`config.mk`:
```
export PLATFORM = sky130hd
export DESIGN_NAME = wro_shim_top
export DESIGN_NICKNAME = d
export VERILOG_FILES = /design/src/hdl/wro_pkg.sv /design/src/hdl/wro_req_stage.sv /design/src/hdl/wro_busy_filter.sv /design/src/hdl/wro_order_ctrl.sv /design/src/hdl/wro_tag_heap.sv /design/src/hdl/wro_shim_top.sv
export SDC_FILE = /design/constraint.sdc
export NUM_CORES = 2
export LEC_CHECK = 0
export BUFFER_PORTS_ARGS = -buffer_cell sky130_fd_sc_hd__buf_2
export CAP_MARGIN = 20
export CORE_ASPECT_RATIO = 0.7
export CORE_MARGIN = 2
export CORE_UTILIZATION = 40
export DETAILED_ROUTE_END_ITERATION = 8
export PLACE_DENSITY = 0.59
export SYNTH_ARGS = -nofsm -noshare
export SYNTH_HDL_FRONTEND = slang
export SYNTH_SLANG_ARGS = --single-unit
```
`constraint.sdc`:
```
create_clock -name clk -period 5.7 [get_ports clk]
set_clock_uncertainty 0.2 [all_clocks]
set_input_delay 0.855 -clock clk [delete_from_list [all_inputs] [get_ports clk]]
set_output_delay 0.855 -clock clk [all_outputs]
set_load 0.03 [all_outputs]
```
`src/hdl/wro_pkg.sv`:
```
// Shared widths and types; addresses are line addresses and outstanding tags must be unique
package wro_pkg;

    // ==================================================
    // Widths
    // ==================================================

    parameter int ADDR_BITS = 16;
    parameter int TAG_BITS  = 5;
    parameter int DATA_BITS = 32;
    parameter int HASH_BITS = 6;

    // Number of hash-wide chunks needed to cover an address, top chunk padded
    parameter int HASH_CHUNKS = (ADDR_BITS + HASH_BITS - 1) / HASH_BITS;

    typedef logic [ADDR_BITS-1:0] t_addr;
    typedef logic [TAG_BITS-1:0]  t_tag;
    typedef logic [DATA_BITS-1:0] t_data;
    typedef logic [HASH_BITS-1:0] t_hash;

    // ==================================================
    // Channel payloads
    // ==================================================

    typedef struct packed {
        logic  valid;
        t_addr addr;
        t_tag  tag;
        logic  order;
    } t_rd_req;

    typedef struct packed {
        logic  valid;
        t_addr addr;
        t_tag  tag;
        logic  order;
        t_data data;
    } t_wr_req;

    // Same layout serves read and write responses
    typedef struct packed {
        logic valid;
        t_tag tag;
    } t_rsp;

    // What the response side needs to undo a filter insert
    typedef struct packed {
        t_hash hash;
        logic  order;
    } t_heap_entry;

    // Fold the address by XOR of its hash-wide chunks
    function automatic t_hash wro_hash(input t_addr addr);
        logic [HASH_CHUNKS*HASH_BITS-1:0] padded;
        t_hash                            h;
        padded = '0;
        padded[ADDR_BITS-1:0] = addr;
        h = '0;
        for (int i = 0; i < HASH_CHUNKS; i++)
        begin
            h = h ^ padded[i*HASH_BITS +: HASH_BITS];
        end
        return h;
    endfunction

endpackage

```
`src/hdl/wro_req_stage.sv`:
```
// One request in flight per channel; requester must obey full as sampled at each rising edge
`timescale 1ns/10ps

// ==================================================
// Request holding stage, shared by read and write channels
// ==================================================

module wro_req_stage
    import wro_pkg::*;
#(
    // Payload struct, must carry valid and addr fields
    parameter type T = t_rd_req
)
(
    input  logic  clk,
    input  logic  reset,

    // Requester side
    input  T      in_req,
    output logic  full,

    // Order control side
    input  logic  clear,
    output T      head,
    output t_hash head_hash,
    output logic  issue,

    // Memory side
    input  logic  almfull,
    output T      out_req
);

    // The head leaves when order control allows it and memory has room
    assign issue = head.valid && clear && !almfull;

    // Full reports the occupancy the register holds after the coming edge.
    // A requester sampling it at that edge then never overwrites a waiting head
    assign full = in_req.valid || (head.valid && !issue);

    // Memory sees the held payload with valid as a one-cycle strobe
    always_comb
    begin
        out_req = head;
        out_req.valid = issue;
    end

    // Load a new request, possibly in the same cycle the old one issues.
    // The hash is taken once here so later lookups see a stable value
    always_ff @(posedge clk)
    begin
        if (in_req.valid)
        begin
            head <= in_req;
            head_hash <= wro_hash(in_req.addr);
        end
        else if (issue)
        begin
            head.valid <= 1'b0;
        end

        if (reset)
        begin
            head.valid <= 1'b0;
        end
    end

endmodule

```
`src/hdl/wro_busy_filter.sv`:
```
// Counting filter over hash buckets; callers must not insert into a saturated bucket
`timescale 1ns/10ps

// ==================================================
// Saturating busy counters, one per hash value
// ==================================================

module wro_busy_filter
    import wro_pkg::*;
#(
    parameter int CNT_BITS = 4
)
(
    input  logic            clk,
    input  logic            reset,

    // Update ports, effective at the next edge
    input  logic            insert,
    input  t_hash           insert_hash,
    input  logic            remove,
    input  t_hash           remove_hash,

    // Two independent combinational lookups
    input  t_hash [1:0]     test_hash,
    output logic  [1:0]     test_busy,
    output logic  [1:0]     test_sat
);

    localparam int N_BUCKETS = 1 << HASH_BITS;

    logic [CNT_BITS-1:0] cnt [N_BUCKETS];

    // Busy when any entry is counted, saturated when one more would wrap
    always_comb
    begin
        for (int i = 0; i < 2; i++)
        begin
            test_busy[i] = |cnt[test_hash[i]];
            test_sat[i] = &cnt[test_hash[i]];
        end
    end

    // Insert and remove on one bucket in one cycle cancel out
    always_ff @(posedge clk)
    begin
        if (insert && !(remove && (remove_hash == insert_hash)))
        begin
            cnt[insert_hash] <= cnt[insert_hash] + 1'b1;
        end
        if (remove && !(insert && (insert_hash == remove_hash)))
        begin
            cnt[remove_hash] <= cnt[remove_hash] - 1'b1;
        end

        if (reset)
        begin
            for (int i = 0; i < N_BUCKETS; i++)
            begin
                cnt[i] <= '0;
            end
        end
    end

endmodule

```
`src/hdl/wro_order_ctrl.sv`:
```
// Only ordered traffic is tracked; hash aliasing can block unrelated addresses
`timescale 1ns/10ps

module wro_order_ctrl
    import wro_pkg::*;
#(
    parameter int RD_CNT_BITS = 4,
    parameter int WR_CNT_BITS = 1
)
(
    input  logic        clk,
    input  logic        reset,
    input  t_rd_req     rd_head,
    input  t_hash       rd_hash,
    input  t_wr_req     wr_head,
    input  t_hash       wr_hash,
    input  logic        rd_issue,
    input  logic        wr_issue,
    input  t_heap_entry rd_remove,
    input  logic        rd_remove_en,
    input  t_heap_entry wr_remove,
    input  logic        wr_remove_en,
    output logic        rd_clear,
    output logic        wr_clear
);

    // Lookup slot 0 serves the read head, slot 1 the write head
    t_hash [1:0] heads_hash;
    logic  [1:0] rd_busy;
    logic  [1:0] rd_sat;
    logic  [1:0] wr_busy;
    logic        rd_head_match;

    assign heads_hash = {wr_hash, rd_hash};

    // ==================================================
    // Filters
    // ==================================================

    // Several ordered reads may share a bucket, up to the counter limit
    wro_busy_filter #(.CNT_BITS(RD_CNT_BITS)) i_rd_filter (
        .clk, .reset,
        .insert(rd_issue && rd_head.order), .insert_hash(rd_hash),
        .remove(rd_remove_en && rd_remove.order), .remove_hash(rd_remove.hash),
        .test_hash(heads_hash), .test_busy(rd_busy), .test_sat(rd_sat)
    );

    // A busy bucket already stops the next write, so it never saturates
    wro_busy_filter #(.CNT_BITS(WR_CNT_BITS)) i_wr_filter (
        .clk, .reset,
        .insert(wr_issue && wr_head.order), .insert_hash(wr_hash),
        .remove(wr_remove_en && wr_remove.order), .remove_hash(wr_remove.hash),
        .test_hash(heads_hash), .test_busy(wr_busy), .test_sat()
    );

    // ==================================================
    // Ordering rules
    // ==================================================

    // Write must not pass an ordered read heading to the same bucket this cycle
    assign rd_head_match = rd_head.valid && rd_head.order && (rd_hash == wr_hash);

    // Ordered read waits on writes and on a full read counter
    assign rd_clear = !rd_head.order || !(wr_busy[0] || rd_sat[0]);
    assign wr_clear = !wr_head.order || !(rd_busy[1] || wr_busy[1] || rd_head_match);

endmodule

```
`src/hdl/wro_tag_heap.sv`:
```
// Tag-indexed RAM; a tag must not be reissued before its response has returned
`timescale 1ns/10ps

module wro_tag_heap
    import wro_pkg::*;
(
    input  logic        clk,
    input  logic        reset,

    // Written when a request issues
    input  logic        wen,
    input  t_tag        waddr,
    input  t_heap_entry wdata,

    // Looked up with the incoming response
    input  logic        rsp_valid,
    input  t_tag        raddr,
    output t_heap_entry rdata,
    output t_rsp        rsp_out
);

    t_heap_entry mem [1 << TAG_BITS];

    // Response is delayed to line up with the registered read data
    always_ff @(posedge clk)
    begin
        if (wen)
            mem[waddr] <= wdata;
        rdata <= mem[raddr];
        rsp_out.tag <= raddr;
        rsp_out.valid <= rsp_valid;
        if (reset)
            rsp_out.valid <= 1'b0;
    end

endmodule

```
`src/hdl/wro_shim_top.sv`:
```
// Write/read ordering shim; memory returns each tag once, no earlier than the cycle after issue
`timescale 1ns/10ps

module wro_shim_top
    import wro_pkg::*;
#(
    parameter int RD_CNT_BITS = 4,
    parameter int WR_CNT_BITS = 1
)
(
    input  logic    clk,
    input  logic    reset,
    input  t_rd_req afu_rd_req,
    input  t_wr_req afu_wr_req,
    output logic    afu_rd_full,
    output logic    afu_wr_full,
    output t_rd_req mem_rd_req,
    output t_wr_req mem_wr_req,
    input  logic    mem_rd_almfull,
    input  logic    mem_wr_almfull,
    input  t_rsp    mem_rd_rsp,
    input  t_rsp    mem_wr_rsp,
    output t_rsp    afu_rd_rsp,
    output t_rsp    afu_wr_rsp
);

    t_rd_req     rd_head;
    t_wr_req     wr_head;
    t_hash       rd_hash;
    t_hash       wr_hash;
    logic        rd_issue;
    logic        wr_issue;
    logic        rd_clear;
    logic        wr_clear;
    t_heap_entry rd_heap_wdata;
    t_heap_entry wr_heap_wdata;
    t_heap_entry rd_heap_rdata;
    t_heap_entry wr_heap_rdata;

    // ==================================================
    // Request side
    // ==================================================

    wro_req_stage #(.T(t_rd_req)) i_rd_stage (
        .clk, .reset, .in_req(afu_rd_req), .full(afu_rd_full),
        .clear(rd_clear), .head(rd_head), .head_hash(rd_hash), .issue(rd_issue),
        .almfull(mem_rd_almfull), .out_req(mem_rd_req)
    );

    wro_req_stage #(.T(t_wr_req)) i_wr_stage (
        .clk, .reset, .in_req(afu_wr_req), .full(afu_wr_full),
        .clear(wr_clear), .head(wr_head), .head_hash(wr_hash), .issue(wr_issue),
        .almfull(mem_wr_almfull), .out_req(mem_wr_req)
    );

    wro_order_ctrl #(.RD_CNT_BITS(RD_CNT_BITS), .WR_CNT_BITS(WR_CNT_BITS)) i_order_ctrl (
        .clk, .reset,
        .rd_head, .rd_hash, .wr_head, .wr_hash, .rd_issue, .wr_issue,
        .rd_remove(rd_heap_rdata), .rd_remove_en(afu_rd_rsp.valid),
        .wr_remove(wr_heap_rdata), .wr_remove_en(afu_wr_rsp.valid),
        .rd_clear, .wr_clear
    );

    // ==================================================
    // Response side
    // ==================================================

    // Heap entries remember what each issued tag put into the filters
    assign rd_heap_wdata.hash = rd_hash;
    assign rd_heap_wdata.order = rd_head.order;
    assign wr_heap_wdata.hash = wr_hash;
    assign wr_heap_wdata.order = wr_head.order;

    wro_tag_heap i_rd_heap (
        .clk, .reset, .wen(rd_issue), .waddr(rd_head.tag), .wdata(rd_heap_wdata),
        .rsp_valid(mem_rd_rsp.valid), .raddr(mem_rd_rsp.tag),
        .rdata(rd_heap_rdata), .rsp_out(afu_rd_rsp)
    );

    wro_tag_heap i_wr_heap (
        .clk, .reset, .wen(wr_issue), .waddr(wr_head.tag), .wdata(wr_heap_wdata),
        .rsp_valid(mem_wr_rsp.valid), .raddr(mem_wr_rsp.tag),
        .rdata(wr_heap_rdata), .rsp_out(afu_wr_rsp)
    );

endmodule

```
# == Yosys cells after proc, flatten, opt, wreduce, memory -nomap -nowiden ==
# Memory sizes are Yosys's and may differ from the RTL's. A register that Yosys moved wholly into a read port is not among the register bits.
# Index checks and enable logic that the tools add are counted.
# op_classes
add_sub_neg,4
eq_ne,5
n_mux,22
bitwise_logic,4
reduce_logical,43
# op_table
operator,n
equality test 6 bit,5
2-to-1 mux 6 bit,4
logical AND 1 bit,20
2-to-1 mux 1 bit,18
zero test 1 bit,12
XOR 6 x 4 -> 6 bit,2
XOR 6 bit,2
logical OR 1 bit,7
adder 4 x 1 -> 4 bit (second input constant),1
AND reduction 4 bit,1
nonzero test 2 bit,2
OR reduction 4 bit,1
subtractor 4 x 1 -> 4 bit (second input constant),1
adder 1 bit (second input constant),1
subtractor 1 bit (second input constant),1
# word_totals
regBits,102
mem_bits_rw,768
output_inout_bits,92
wordCells,97
n_memories,4
# mem_list
memory,words,word_bits,rd,rd_ports_with_merged_regs,wr,line_no,text
i_order_ctrl.i_rd_filter.cnt,64,4,3,2,66,wro_busy_filter.sv:31,logic [CNT_BITS-1:0] cnt [N_BUCKETS];
i_rd_heap.mem,32,7,1,1,1,wro_tag_heap.sv:22,t_heap_entry mem [1 << TAG_BITS];
i_wr_heap.mem,32,7,1,1,1,wro_tag_heap.sv:22,
i_order_ctrl.i_wr_filter.cnt,64,1,3,2,66,wro_busy_filter.sv:31,

# == Logic depth before layout (Yosys ltp) ==
# depth
ltp_word,13
depth_mapped,20
ltp_nobuf,14

# == By module ==
# Synthesis repeated with hierarchy kept, for this count alone.
# hier_totals
hier_cells,3921
area_unflattened_um2,48584.1
# by_module_without_submodules
module,n_inst,cells_per_inst,area_per_inst_um2
wro_busy_filter (i_order_ctrl.i_rd_filter),1,2233,20475.9
wro_tag_heap,2,377,8959.8
wro_busy_filter (i_order_ctrl.i_wr_filter),1,721,6565.0
wro_req_stage (i_wr_stage),1,131,2357.3
wro_req_stage (i_rd_stage),1,67,1156.1
wro_order_ctrl,1,15,110.1

# == Worst setup path after synthesis ==
# No wires, ideal clock.
# synth_timing
path_kind,flip-flop to output port
startpoint,register (tool-made name)
endpoint,output port mem_rd_req[22] in the netlist's numbering
t_arrival_ps,3800
required_ps,4645
path_slack_ps,845
path_stages_with_launch,20
path_cell_list,dfxtp_1 -> buf_2 -> buf_2 -> buf_2 -> mux4_2 -> a22oi_1 -> and3_1 -> o221a_2 -> inv_1 -> clkbuf_1 -> ha_1 -> inv_1 -> a211o_1 -> o22a_2 -> o21ai_1 -> a21bo_1 -> buf_6 -> clkbuf_1 -> inv_1 -> buf_4
# synth_rtl
item,line_no,text
end: declaration,wro_shim_top.sv:17,"output t_rd_req mem_rd_req,"

==> qor.yml <==
synthesis:
  ys.flop_type: "edfxtp_1"
  synth.distinct_cells: 116
  synthArstFlopShare: 0
  syn_inst: 3610
  yosysMostFrequentCell: "edfxtp_1"
  synthesis.area_sq_um: 45300
  ys_ff_latch: 896
  synthTopCellsByArea: "edfxtp_1, dfxtp_1, mux4_2"
  syn_nets: 3706
  avgSynthCellArea_sq_um: 12.6
  synth_edf_count: 536
  ys_warn_count: 0
  yosysTopAreaCell: "edfxtp_1"
  ys_seq_area_frac: 0.514
  synth_common_cells: "edfxtp_1, dfxtp_1, mux4_2"
  synth_top_area_frac: 0.355
power_and_ir_drop:
  p_per_area_nw_per_um2: 323
  peakVddDrop_uv: 263
  intPower_uw: 11600
  seqPwrFrac: 0.440
  p_sw_uw: 4900
  clockPowerShare: 0.389
  comb_power_share: 0.172
  sw_frac_of_total: 0.297
  total_leakage_power_uw: 0.0170
worst_setup_path:
  crit_buf_inv: 4
  r2r_cells: 12
  cp_num_cells: 14
  cp_common_cell: "inv_1"
  slowest_delay_ns: 0.63
  rr_startpoint: "i_rd_heap.rdata[1]"
  worst_setup_path_endpoint: "afu_rd_full"
  worstSetupStartpointType: "flip-flop"
  crit_type: "reg -> out"
  rr_endpoint: "i_order_ctrl.i_rd_filter.cnt[49][3]"
  cp_slowest_cell: "mux4_2"
  critical_path_required_ns: 4.64
  ff2ff_setup_slack_ns: 0.38
  cp_max_fo: 43
  crit_path_end_kind: "primary output"
  critPathTopFamily: "compound AO/OA/AOI/OAI gates"
  crit_chain: "buf_16 > mux4_2 > o21ai_0 > nand2_1 > a221oi_2 > inv_1 > ha_2 > inv_1 > a211o_1 > o22a_2 > o21ai_1 > a21bo_1 > a21o_1 > buf_2"
  arrival_ns: 4.46
layout:
  fill_cells: 10200
  drive_gt1_frac: 0.263
  fin_nets: 3804
  multi_input_area_sq_um: 19800
  fin_cells: 5305
  ff_latch_area_sq_um: 23300
  design_area_sq_um: 51100
  post-route-util: 0.454
  area_growth_pct: 12.8
grt:
  antenna_found_initial: 2
  overflow: 0
  grt_pass1_wl_um: 242000
  grt_pass1_vias: 33300
  grt_max_degree: 165
  grt_usage: 0.285
status:
  status: "finished clean"
cts:
  root_buffer: "clkbuf_16"
  cts_tree: "built"
  h-tree-depth: 3
  cts_setup_buffers: 0
  cts_buffer_depth: 3
  clk_pin_slew_worst_paths_ns: 0.07
  clock_sinks: 896
  clk-insertion-delay-late_ns: 0.70
  cts_buffers: 88
routing:
  drc: 0
  wire_per_inst_um: 31.7
  drtPass1Iterations: 7
  totalWireLength_um: 168000
  avgViaCountPerCell: 6.69
  vias: 35500
  drtIter0Drc: 5810
  final_antenna_net_count: 0
timing:
  rsz0062_at_grt: "no"
  fin_crit_sh: 0.967
  worst_pin_slew_ns: 1.28
  slew_violations: 0
  relSlewSlack: 0.145
  holdWs_ns: 0.135
  min_period_ns: 5.51
  fmax_ghz: 0.181
  fin_tns_setup_ns: 0
  hold_viol_final: 0
  setup_viol: 0
placement:
  place_hpwl_um: 116000
  gp_congestion: 1.06
  placed_area_sq_um: 47800
  dp.cells: 5126
  io_buffers: 185
die:
  die_y_um: 286
  coreArea_sq_um: 113000
  io_pins: 186
  die-area_sq_um: 116000
  rows: 103
  start_util: 0.403
  die_w_um: 406
job:
  maxCapViolCount: 0
worst_hold_path:
  hp-class: "in -> reg"
-- worst reg2reg max path: cells and delay by family, from the launching register on --
family / cells / cell delay, ns
multiplexers: 2 / 0.69
buffers and inverters: 3 / 1.08
AO/OA/AOI/OAI: 4 / 1.74
flip-flops: 1 / 0.78
AND/OR/NAND/NOR: 3 / 0.70
-- area by class of cell --
cell class / instances / area share
sequential: 896 / 0.456
multi-input combinational: 2280 / 0.386
timing repair buffer: 408 / 0.0557
clock buffer: 108 / 0.0468
tap: 1522 / 0.0373
clock inverter: 56 / 0.0151
inverter: 34 / 0.00262
antenna: 1 / 0.0000490
-- stage by stage --
step	worst slack, ns	power (uW)
floorplan	0.845	9010
global placement	0.439	10100
detailed placement	0.388	10100
CTS	0.104	16500
global route	0.0208	16900
finish	0.187	16500
-- state kept, by name, indices dropped and copies added (netlist names), 7 cells and up, named ones only --
name / flops
i_order_ctrl.i_rd_filter.cnt: 256
i_rd_heap.mem: 224
i_wr_heap.mem: 224
i_order_ctrl.i_wr_filter.cnt: 64
i_wr_stage.head: 55
i_rd_stage.head: 23
i_rd_heap.rdata: 7
i_wr_heap.rdata: 7
-- kinds of logic after synthesis --
group	synth area share
and+or+nand+nor	0.104
DFF	0.514
AOI/OAI and AO/OA	0.142
muxes	0.179
buffers and inverters	0.0521
xor gates and xnor gates	0.00848
adders and majority gates	0.000552
-- metal layers --
layer / share of wire / vias up / track usage
met4: 0.034 / 2 / 0.0829
met5: 0.000077 / - / 0
met3: 0.16 / 415 / 0.131
met1: 0.42 / 17600 / 0.425
met2: 0.38 / 2790 / 0.362
li1: - / 14700 / -
-- how the worst min path moves through the flow --
| stage | slack, ns | startpoint | depth (start not counted) | endpoint |
|---|---|---|---|---|
| 3_5_place_dp | 0.29 | i_order_ctrl.i_rd_filter.cnt[19][2] | 2 | i_order_ctrl.i_rd_filter.cnt[19][2] |
| 3_3_place_gp | 0.29 | i_order_ctrl.i_rd_filter.cnt[32][3] | 2 | i_order_ctrl.i_rd_filter.cnt[32][3] |
| 6_report | 0.13 | afu_wr_req[10] | 1 | i_wr_stage.head[10] |
| 4_1_cts | 0.08 | afu_wr_req[10] | 1 | i_wr_stage.head[10] |
| 2_1_floorplan | 0.25 | i_order_ctrl.i_rd_filter.cnt[32][1] | 2 | i_order_ctrl.i_rd_filter.cnt[32][1] |
| 5_1_grt | 0.09 | afu_wr_req[1] | 1 | i_wr_stage.head[1] |
-- cell usage in the layout, fill, tap and decap left out, types with 124 or more instances in the layout --
| cell | Yosys | layout |
|---|---|---|
| mux2i_1 | 170 | 169 |
| edfxtp_1 | 536 | 536 |
| a221oi_1 | 131 | 131 |
| a21oi_1 | 124 | 124 |
| mux4_2 | 254 | 254 |
| nand2_1 | 218 | 218 |
| dfxtp_1 | 360 | 352 |
| buf_4 | 103 | 190 |
| nor2_1 | 182 | 178 |
| buf_2 | 73 | 191 |
-- power groups by stage --
stage | Sequential [uW] | Clock (uW) | Combinational [uW]
finish | 7270 | 6430 | 2840
global route | 7270 | 6770 | 2890
CTS | 7260 | 6510 | 2720
detailed placement | 7400 | 0 | 2710
global placement | 7400 | 0 | 2710
floorplan | 7290 | 0 | 1710
-- timing repair --
| item | CTS | global route |
|---|---|---|
| endpoints found under the setup margin | 1 | 1 |
| gates resized for setup | 1 | 3 |
| hold buffers | 0 | 0 |
Power figures use the tool's default switching activity.
